### src/logic/board_ctrl_pkg.sv
// **************************************************
// shared widths and encodings of the host frame
// frame is address byte then value byte, msb first
// **************************************************

`default_nettype none

package board_ctrl_pkg;

  // one frame carries an address byte and a value byte
  localparam int unsigned frame_bits = 16;
  localparam int unsigned addr_bits  = 8;
  localparam int unsigned data_bits  = 8;

  // led register bit that turns on the gray-code blinker
  localparam int unsigned led_blink_bit = 7;

  // register addresses, anything else is dropped
  typedef enum logic [7:0] {
    addr_led = 8'd7,
    addr_mux = 8'd8
  } reg_addr_e;

  // peripheral select values
  // unlisted codes act like sel_none
  typedef enum logic [7:0] {
    sel_none  = 8'd0,
    sel_adc03 = 8'd1,
    sel_dac   = 8'd2
  } periph_sel_e;

endpackage

`default_nettype wire

### src/logic/board_ctrl_top.sv
// **************************************************
// host link, register bank and led driver
// LOG2DELAY sets the blink rate, 19 for the board
// register update lands 4 to 5 cycles after cs_n rises
// **************************************************

`timescale 1ns/100ps
`default_nettype none

module board_ctrl_top
  import board_ctrl_pkg::*;
#(
  parameter int LOG2DELAY = 19
)
(
  input  logic clk,
  input  logic rst_n,
  input  logic sck,
  input  logic cs_n,
  input  logic mosi,
  input  logic special,
  output logic led1,
  output logic led2,
  output logic adc03_cs_n,
  output logic dac_cs_n
);

  // receiver to register bank
  logic                 frame_valid;
  logic [addr_bits-1:0] frame_addr;
  logic [data_bits-1:0] frame_data;
  // register bank to led driver
  logic [data_bits-1:0] reg_led;

  spi_frame_rx u_rx (
    .clk         (clk),
    .rst_n       (rst_n),
    .sck         (sck),
    .cs_n        (cs_n),
    .mosi        (mosi),
    .special     (special),
    .frame_valid (frame_valid),
    .frame_addr  (frame_addr),
    .frame_data  (frame_data)
  );

  // raw cs_n goes straight to the routing
  ctrl_regs u_regs (
    .clk         (clk),
    .rst_n       (rst_n),
    .frame_valid (frame_valid),
    .frame_addr  (frame_addr),
    .frame_data  (frame_data),
    .cs_n        (cs_n),
    .reg_led     (reg_led),
    .adc03_cs_n  (adc03_cs_n),
    .dac_cs_n    (dac_cs_n)
  );

  led_blinker #(
    .LOG2DELAY (LOG2DELAY)
  ) u_blinker (
    .clk     (clk),
    .rst_n   (rst_n),
    .reg_led (reg_led),
    .led1    (led1),
    .led2    (led2)
  );

endmodule

`default_nettype wire

### src/logic/ctrl_regs.sv
// **************************************************
// two write-only registers, led and peripheral select
// chip select routing follows the raw cs_n pin
// **************************************************

`timescale 1ns/100ps
`default_nettype none

module ctrl_regs
  import board_ctrl_pkg::*;
(
  input  logic                 clk,
  input  logic                 rst_n,
  input  logic                 frame_valid,
  input  logic [addr_bits-1:0] frame_addr,
  input  logic [data_bits-1:0] frame_data,
  input  logic                 cs_n,
  output logic [data_bits-1:0] reg_led,
  output logic                 adc03_cs_n,
  output logic                 dac_cs_n
);

  // select register keeps the raw byte, decode below
  periph_sel_e reg_mux;

  always_ff @(posedge clk)
  begin
    if (!rst_n)
    begin
      reg_led <= '0;
      reg_mux <= sel_none;
    end
    else if (frame_valid)
    begin
      case (reg_addr_e'(frame_addr))
        addr_led:
        begin
          reg_led <= frame_data;
        end
        addr_mux:
        begin
          reg_mux <= periph_sel_e'(frame_data);
        end
        default:
        begin
          // unknown address, registers keep their value
        end
      endcase
    end
  end

  // selected peripheral sees the host select, others stay high
  always_comb
  begin
    case (reg_mux)
      sel_adc03:
      begin
        adc03_cs_n = cs_n;
        dac_cs_n   = 1'b1;
      end
      sel_dac:
      begin
        adc03_cs_n = 1'b1;
        dac_cs_n   = cs_n;
      end
      default:
      begin
        // sel_none and every unlisted code
        adc03_cs_n = 1'b1;
        dac_cs_n   = 1'b1;
      end
    endcase
  end

endmodule

`default_nettype wire

### src/logic/led_blinker.sv
// **************************************************
// blink period is 2**LOG2DELAY clk cycles per step
// leds change one cycle after reg_led changes
// **************************************************

`timescale 1ns/100ps
`default_nettype none

module led_blinker
  import board_ctrl_pkg::*;
#(
  parameter int LOG2DELAY = 19
)
(
  input  logic                 clk,
  input  logic                 rst_n,
  input  logic [data_bits-1:0] reg_led,
  output logic                 led1,
  output logic                 led2
);

  // free-running divider, top two bits are the shown count
  logic [LOG2DELAY+1:0] div_q;
  logic [1:0]           count;
  logic [1:0]           gray;

  always_ff @(posedge clk)
  begin
    if (!rst_n)
      div_q <= '0;
    else
      div_q <= div_q + 1'b1;
  end

  assign count = div_q[LOG2DELAY+1 -: 2];

  // neighbours differ in a single bit
  assign gray = count ^ (count >> 1);

  always_ff @(posedge clk)
  begin
    if (!rst_n)
    begin
      led1 <= 1'b0;
      led2 <= 1'b0;
    end
    else if (reg_led[led_blink_bit])
    begin
      {led1, led2} <= gray;
    end
    else
    begin
      // static mode, bit 1 on led1
      {led1, led2} <= reg_led[1:0];
    end
  end

endmodule

`default_nettype wire

### src/logic/spi_frame_rx.sv
// **************************************************
// serial pins are oversampled in the clk domain
// host must hold each sck level for 3+ clk cycles
// only 16-bit frames without special are accepted
// **************************************************

`timescale 1ns/100ps
`default_nettype none

module spi_frame_rx
  import board_ctrl_pkg::*;
(
  input  logic                 clk,
  input  logic                 rst_n,
  input  logic                 sck,
  input  logic                 cs_n,
  input  logic                 mosi,
  input  logic                 special,
  output logic                 frame_valid,
  output logic [addr_bits-1:0] frame_addr,
  output logic [data_bits-1:0] frame_data
);

  // stages 0 and 1 synchronize, stages 2 and 3 feed edge detection
  logic [3:0]            sck_q;
  logic [3:0]            cs_q;
  logic [2:0]            special_q;
  // data pins only need to line up with stage 2
  logic [2:0]            mosi_q;
  logic                  sck_fall;
  logic                  cs_fall;
  logic                  cs_rise;
  logic                  cs_low;
  logic [frame_bits-1:0] shift_q;
  // saturates so long frames never wrap back to 16
  logic [4:0]            bit_cnt;
  logic                  special_seen;

  always_ff @(posedge clk)
  begin
    if (!rst_n)
    begin
      sck_q     <= '0;
      // chip select idles high, no fake edge out of reset
      cs_q      <= '1;
      special_q <= '0;
    end
    else
    begin
      sck_q     <= {sck_q[2:0], sck};
      cs_q      <= {cs_q[2:0], cs_n};
      special_q <= {special_q[1:0], special};
    end
  end

  always_ff @(posedge clk)
  begin
    mosi_q <= {mosi_q[1:0], mosi};
  end

  assign sck_fall = sck_q[3] & ~sck_q[2];
  assign cs_fall  = cs_q[3] & ~cs_q[2];
  assign cs_rise  = ~cs_q[3] & cs_q[2];
  assign cs_low   = ~cs_q[2];

  // msb first, bits enter at the bottom
  always_ff @(posedge clk)
  begin
    if (sck_fall && cs_low)
      shift_q <= {shift_q[frame_bits-2:0], mosi_q[2]};
  end

  always_ff @(posedge clk)
  begin
    if (!rst_n)
    begin
      bit_cnt      <= '0;
      special_seen <= 1'b0;
    end
    else if (cs_fall)
    begin
      // new frame starts clean
      bit_cnt      <= '0;
      special_seen <= 1'b0;
    end
    else if (sck_fall && cs_low)
    begin
      if (bit_cnt != 5'd31)
        bit_cnt <= bit_cnt + 5'd1;
      if (special_q[2])
        special_seen <= 1'b1;
    end
  end

  // frame check at the end of the frame
  always_ff @(posedge clk)
  begin
    if (!rst_n)
      frame_valid <= 1'b0;
    else
      frame_valid <= cs_rise && (bit_cnt == 5'(frame_bits)) && !special_seen;
  end

  // payload captured on the same edge as the pulse
  always_ff @(posedge clk)
  begin
    if (cs_rise)
    begin
      frame_addr <= shift_q[frame_bits-1 -: addr_bits];
      frame_data <= shift_q[data_bits-1:0];
    end
  end

endmodule

`default_nettype wire

### config.mk
export PLATFORM = sky130hd
export DESIGN_NAME = board_ctrl_top
export DESIGN_NICKNAME = d
export VERILOG_FILES = /design/src/logic/board_ctrl_pkg.sv /design/src/logic/board_ctrl_top.sv /design/src/logic/ctrl_regs.sv /design/src/logic/led_blinker.sv /design/src/logic/spi_frame_rx.sv
export SDC_FILE = /design/constraint.sdc
export NUM_CORES = 1
export LEC_CHECK = 0
export BUFFER_PORTS_ARGS = -buffer_cell sky130_fd_sc_hd__buf_2
export CORE_AREA = 2 2 73 75
export DETAILED_ROUTE_END_ITERATION = 12
export DIE_AREA = 0 0 75 77
export HOLD_SLACK_MARGIN = 0.05
export MAX_ROUTING_LAYER = met4
export PLACE_DENSITY = 0.77
export REMOVE_ABC_BUFFERS = 1
export SLEW_MARGIN = 15
export SYNTH_ARGS = -nofsm -noshare
export SYNTH_HDL_FRONTEND = slang
export SYNTH_SLANG_ARGS = --single-unit
### constraint.sdc
create_clock -name clk -period 3.2 [get_ports clk]
set_input_delay 0 -clock clk [delete_from_list [all_inputs] [get_ports clk]]
set_output_delay 0 -clock clk [all_outputs]
set_load 0.03 [all_outputs]
==> flow_summary.yaml, run 1 <==
placement:
  gp_congestion: 0.7550
  dp_cells: 321
  io_buffers: 9
  hpwl_um: 2885
sta:
  max_slew_margin: 0.5999
  finalCritPeriodShare: 0.6195
  rsz0062_at_grt: "false"
  hold_violations: 0
  period_needed_ns: 1.982
  max_freq_ghz: 0.5044
  finalSetupTns_ns: 0
  worst_slew_pin_slew_ns: 0.5986
  fin_skew_ns: 0.005755
  slew_violations: 0
  setup-violations-final: 0
worst_setup_path:
  cp-start-kind: "register"
  cp_max_fo: 6
  ff2ff_setup_slack_ns: 1.22
  cp_slowest_cell: "nor4b_2"
  cp-end-kind: "register"
  cp.arrival_ns: 2.20
  path_cells: "ha_1 -> and3_1 -> ha_1 -> nor4b_2 -> nand2_1 -> xor2_1 -> nor2_1"
  cp.required_ns: 3.42
  critPathMaxStageDelay_ns: 0.53
  cp_common_cell: "ha_1"
  critPathKind: "register to register"
pwr:
  power.density_nw_per_um2: 533.2
  p_total_mw: 1.843
  ir_drop_uv: 369.2
  leakage_nw: 1.188
clocking:
  cts.sinks: 87
  htree_num_levels: 3
  clockBufferDepth: 2
  cts_tree: "yes"
  clkTransAtPathRegs_ns: 0.08
  clk_latency_ns: 0.35
  cts-resized-gates: 0
  root_buffer: "clkbuf_8"
  cts_buffers: 9
worst_hold_path:
  hp-class: "primary input to register"
synthesis:
  synthAdderAreaFrac: 0.01628
  ys_warn_count: 0
  ys_seq_area_frac: 0.6707
  syn_area_um2: 3074
  synth_edf_count: 32
  yosys.area_share.simple: 0.1775
  synthArstFlopShare: 0
  synth_compound_area_frac: 0.03500
  avgSynthCellArea_um2: 12.50
  synthMuxAreaShare: 0.04233
  synth_xor_area_frac: 0.04274
  synth_top_family_by_area: "simple AND/OR/NAND/NOR gates"
  synth_flop_cell: "dfxtp_1"
  synthDistinctLibCells: 35
  ys_seq_elements: 87
  postSynthCellCount: 246
job:
  max_cap_violations: 0
routing:
  totalWireLength_um: 4454
  first_iter_violations: 118
  drtAntennaViolNets: 0
  via_per_inst: 5.214
  vias: 1799
  routedWlPerCell_um: 12.91
  drt-pass1-iter-count: 5
  drc_errors: 0
floorplan:
  io_pins: 10
  die_height_um: 77
  core_um2: 4977
  num_rows: 26
  initial_utilization: 0.6176
  die_w_um: 75
  dieArea_um2: 5775
global_route:
  grt_pass1_wl_um: 7576
  grt_pass1_vias: 1770
  grt-ovfl-total: 0
  grt_start_max_net_pins: 34
  antenna_found_initial: 0
  track_usage: 0.1816
final_layout:
  drive_gt1_frac: 0.1164
  regArea_um2: 2062
  nNetsFinal: 280
  final_cell_mix: "dfxtp_1 (55), nor2_1 (32), edfxtp_1 (32), mux2i_1 (13)"
  multi_input_area_um2: 969.7
  fill_cells: 372
  diodes: 0
  final_cell_count_no_fill: 345
  final_common_cell: "dfxtp_1"
  fin_util: 0.6946
  area_growth_syn_to_layout_pct: 12.45
status:
  outcome: "completed"
==> critical path: cells and delay by family (launching register included) <==
family	cells	cell delay, ns
AND/OR/NAND/NOR	4	0.93
adder cells (fa/ha/maj)	2	0.40
flip-flops	1	0.35
XOR/XNOR	1	0.18
==> worst paths after layout <==
kind | startpoint | to | cells past startpoint
max reg2reg | u_rx.bit_cnt[0] | u_rx.bit_cnt[2] | 7
min | mosi | u_rx.mosi_q[0] | 2
min reg2reg | u_rx.mosi_q[1] | u_rx.mosi_q[2] | 0
max | u_rx.bit_cnt[0] | u_rx.bit_cnt[2] | 7
==> report_power, final <==
part           internal (mW)  switching, mW  total (mW)
logic                 0.0164         0.0174      0.0338
clock network          0.281          0.373       0.654
registers               1.15        0.00590        1.16
total                   1.45          0.396        1.84
==> stage by stage <==
stage | cell area [um^2] | setup slack (ns) | hold WS, ns
after global routing | 3457 | 1.063 | 0.2880
final | 3457 | 1.218 | 0.2949
after global placement | 3206 | 1.298 | 0.1038
after detailed placement | 3206 | 1.243 | 0.1050
after CTS | 3457 | 1.229 | 0.2732
after floorplan | 3045 | 1.160 | 0.02772
==> layout make-up <==
cell class	count	share of cell area
Clock buffer	9	0.03583
Clock inverter	7	0.01375
Inverter	5	0.005429
Multi-Input combinational cell	147	0.2805
Sequential cell	87	0.5965
Tap cell	70	0.02533
Timing Repair Buffer	20	0.04271
==> state kept, by name, summed over array words and instances, names as in the netlist <==
register / count
u_blinker.div_q: 21
u_blinker.led1: 1
u_blinker.led2: 1
u_regs.reg_led: 3
u_regs.reg_mux: 8
u_rx.bit_cnt: 5
u_rx.cs_q: 4
u_rx.frame_addr: 8
u_rx.frame_data: 8
u_rx.frame_valid: 1
u_rx.mosi_q: 3
u_rx.sck_q: 4
u_rx.shift_q: 16
u_rx.special_q: 3
u_rx.special_seen: 1
==> kinds of logic (layout without fill, tap and decap cells) <==
logic type,count (synthesis),after routing
muxes,13,13
AOI/OAI and AO/OA,20,20
xor gates and xnor gates,15,15
DFF,87,87
buffers and inverters,12,41
and+or+nand+nor,95,95
adders and majority gates,4,4
==> repair_timing <==
action / in CTS / in global routing
hold buffers: 8 / 0
setup buffers: 0 / 0
hold endpoints to repair: 13 / 0
==> layer usage <==
metal / share of wire / GRT usage / vias to the layer above
met5: 0 / - / -
met4: 0.026 / 0.1071 / 0
met3: 0.026 / 0.04336 / 9
met2: 0.47 / 0.2684 / 23
met1: 0.47 / 0.2240 / 845
li1: - / - / 922
==> cells in the mapped netlist, types with 5 or more instances <==
library cell / count / area share
nand2_1: 5 / 0.0061
edfxtp_1: 32 / 0.31
and3_1: 5 / 0.010
clkbuf_1: 5 / 0.0061
nor2_1: 32 / 0.039
a21oi_1: 10 / 0.016
or3_1: 6 / 0.012
and2_1: 8 / 0.016
xnor2_1: 5 / 0.014
dfxtp_1: 55 / 0.36
xor2_1: 10 / 0.028
mux2i_1: 13 / 0.042
nand3_1: 7 / 0.011
nand4_1: 7 / 0.014
o21ai_0: 6 / 0.0098
(Power assumes the default switching activity.)
==> run 2: changes to the inputs <==
- ABC_AREA: unset -> 1
- CORE_AREA: 2 2 73 75 -> 2 2 78 80
- DIE_AREA: 0 0 75 77 -> 0 0 80 82
- PLACE_DENSITY: 0.77 -> 0.75
- clock period: 3.2 -> 1.85 ns (I/O delays scaled with it)
==> flow_summary.yaml, run 2 <==
floorplan:
  die_w_um: 80
  core_um2: 5746
  dieArea_um2: 6560
  die_height_um: 82
  initial_utilization: 0.5895
  num_rows: 28
  io_pins: 10
synthesis:
  yosysTopAreaCellShare: 0.3251
  ys_seq_area_frac: 0.6088
  syn_area_um2: 3387
  synthTopCellsByCount: "nand2_1 (61), dfxtp_1 (55), nor2_1 (55)"
  synth.top_cells.by_area: "dfxtp_1 (33%), edfxtp_1 (28%), nand2_1 (6.8%)"
  synth_flop_cell: "dfxtp_1"
  ys_warn_count: 0
  synthDistinctLibCells: 28
  synth_edf_count: 32
  avgSynthCellArea_um2: 9.356
  synthArstFlopShare: 0
  synth_most_common_cell: "nand2_1"
  yosys.area.top_type: "dfxtp_1"
  ys_seq_elements: 87
  postSynthCellCount: 362
clocking:
  root_buffer: "clkbuf_8"
  clk_latency_ns: 0.35
  clkTransAtPathRegs_ns: 0.08
  htree_num_levels: 3
  ctsHoldBuffers: 4
  clockBufferDepth: 2
  cts-resized-gates: 0
  cts.sinks: 87
  cts_setup_buffers: 0
  cts_tree: "yes"
  cts_buffers: 9
final_layout:
  top_register: "u_blinker.div_q"
  drive_gt1_frac: 0.1256
  final_cell_mix: "nand2_1 (61), nor2_1 (55), dfxtp_1 (55), inv_1 (46), edfxtp_1 (32)"
  diodes: 0
  reg_top3: "u_blinker.div_q (21), u_rx.shift_q (16)"
  largest_reg_flops: 21
  final_common_cell: "nand2_1"
  nNetsFinal: 395
  area_growth_syn_to_layout_pct: 10.86
global_route:
  grt-ovfl-total: 0
  grt_pass1_wl_um: 9135
  antenna_found_initial: 0
  grt_start_max_net_pins: 36
  grt_pass1_vias: 2193
  track_usage: 0.1883
routing:
  vias: 2303
  via_per_inst: 4.953
  drt-pass1-iter-count: 4
  first_iter_violations: 122
  drc_errors: 0
  drtAntennaViolNets: 0
  routedWlPerCell_um: 11.34
  totalWireLength_um: 5274
worst_setup_path:
  cp_max_fo: 5
  cp.required_ns: 2.08
  critPathKind: "register to register"
  cp.arrival_ns: 1.74
  cp-start-kind: "register"
  cp-end-kind: "register"
pwr:
  p_switching_mw: 0.6701
  power_frac_seq: 0.605
  power.density_nw_per_um2: 880.6
  p_sw_frac: 0.2026
  clkPwrFrac: 0.374
  p_comb_frac: 0.021
  leakage_nw: 1.535
  ir_drop_uv: 657.5
  power.internal_mw: 2.637
sta:
  slew_violations: 0
  rsz0062_at_grt: "false"
  setup-violations-final: 0
  finalSetupTns_ns: 0
  max_freq_ghz: 0.6652
  fin_ws_ns: 0.3468
  period_needed_ns: 1.503
  worst_slew_pin_slew_ns: 0.3825
  max_slew_margin: 0.7447
  fin_skew_ns: 0.009277
  finalCritPeriodShare: 0.8126
  hold_violations: 0
job:
  max_cap_violations: 0
placement:
  gp_congestion: 0.8569
  hpwl_um: 3639
  io_buffers: 9
  pre_cts_ws_ns: 0.3666
status:
  outcome: "completed"
worst_hold_path:
  hp-class: "primary input to register"
-- run 2: changes by cell type in the layout (fill, tap and decap cells not counted), moves of 12 or more --
cell and delta:
inv_1 +42, mux2i_1 -13, nor2_1 +23, nand2_1 +56, a21oi_1 +12, nand3_1 +18
-- run 2: worst paths after layout --
path / startpoint / to / slack [ns] / cells after the start
setup / recovery: u_rx.bit_cnt[0] / u_rx.bit_cnt[2] / 0.35 / 8
hold / removal: rst_n / u_blinker.div_q[10] / 0.08 / 3
setup reg to reg: u_rx.bit_cnt[0] / u_rx.bit_cnt[2] / 0.35 / 8
hold reg to reg: u_rx.mosi_q[1] / u_rx.mosi_q[2] / 0.33 / 0
-- run 2: worst max-delay path, stage by stage, from the launching register on --
cell and delay, ns:
dfxtp_1 0.34, ha_1 0.23, nand2_1 0.07, nor2_1 0.04, ha_1 0.20, nor3_2 0.29, nand3_1 0.11, nand2_1 0.07
a21oi_1 0.04
-- run 2: layer usage --
| metal | GRT usage | vias to the layer above | wire (um) |
|---|---|---|---|
| met5 | - | - | 0 |
| met4 | 0.09322 | 0 | 126 |
| met3 | 0.04725 | 10 | 163 |
| met2 | 0.3083 | 39 | 2429 |
| met1 | 0.2171 | 1041 | 2555 |
| li1 | - | 1213 | - |
-- run 2: cell families (layout without fill, tap and decap cells) --
kind of cell / count (synthesis) / in the layout / synth area share
compound gates: 33 / 33 / 0.05024
xor+xnor: 4 / 4 / 0.01034
fa+ha+maj: 4 / 4 / 0.01478
buf+inv: 53 / 81 / 0.05984
flops: 87 / 87 / 0.6088
simple gates: 181 / 181 / 0.2560
-- run 2: final cells by class --
class / instances / area [um^2]
Clock buffer: 12 / 135.1
Clock inverter: 4 / 46.29
Fill cell: 471 / 1991
Inverter: 48 / 180.2
Multi-Input combinational cell: 222 / 1122
Sequential cell: 87 / 2062
Tap cell: 75 / 93.84
Timing Repair Buffer: 17 / 115.1
-- run 2: stage by stage --
stage | utilization | instances | hold slack [ns] | power [mW] | area (um^2)
floorplan | - | 357 | 0.02772 | 2.079 | 3364
detailed placement | 0.6150 | 445 | 0.1036 | 2.107 | 3533
CTS | 0.6535 | 465 | 0.08103 | 3.337 | 3755
global route | 0.6535 | 465 | 0.08856 | 3.423 | 3755
global placement | 0.6150 | 445 | 0.1026 | 2.105 | 3533
finish | 0.6535 | 465 | 0.07813 | 3.307 | 3755
-- run 2: power groups by stage --
stage | sequential, mW | combinational [mW] | clock [mW]
6_report | 2.00 | 0.0694 | 1.24
5_1_grt | 2.00 | 0.0803 | 1.34
4_1_cts | 2.00 | 0.0705 | 1.27
3_5_place_dp | 2.04 | 0.0637 | 0
3_3_place_gp | 2.04 | 0.0625 | 0
2_1_floorplan | 2.04 | 0.0378 | 0
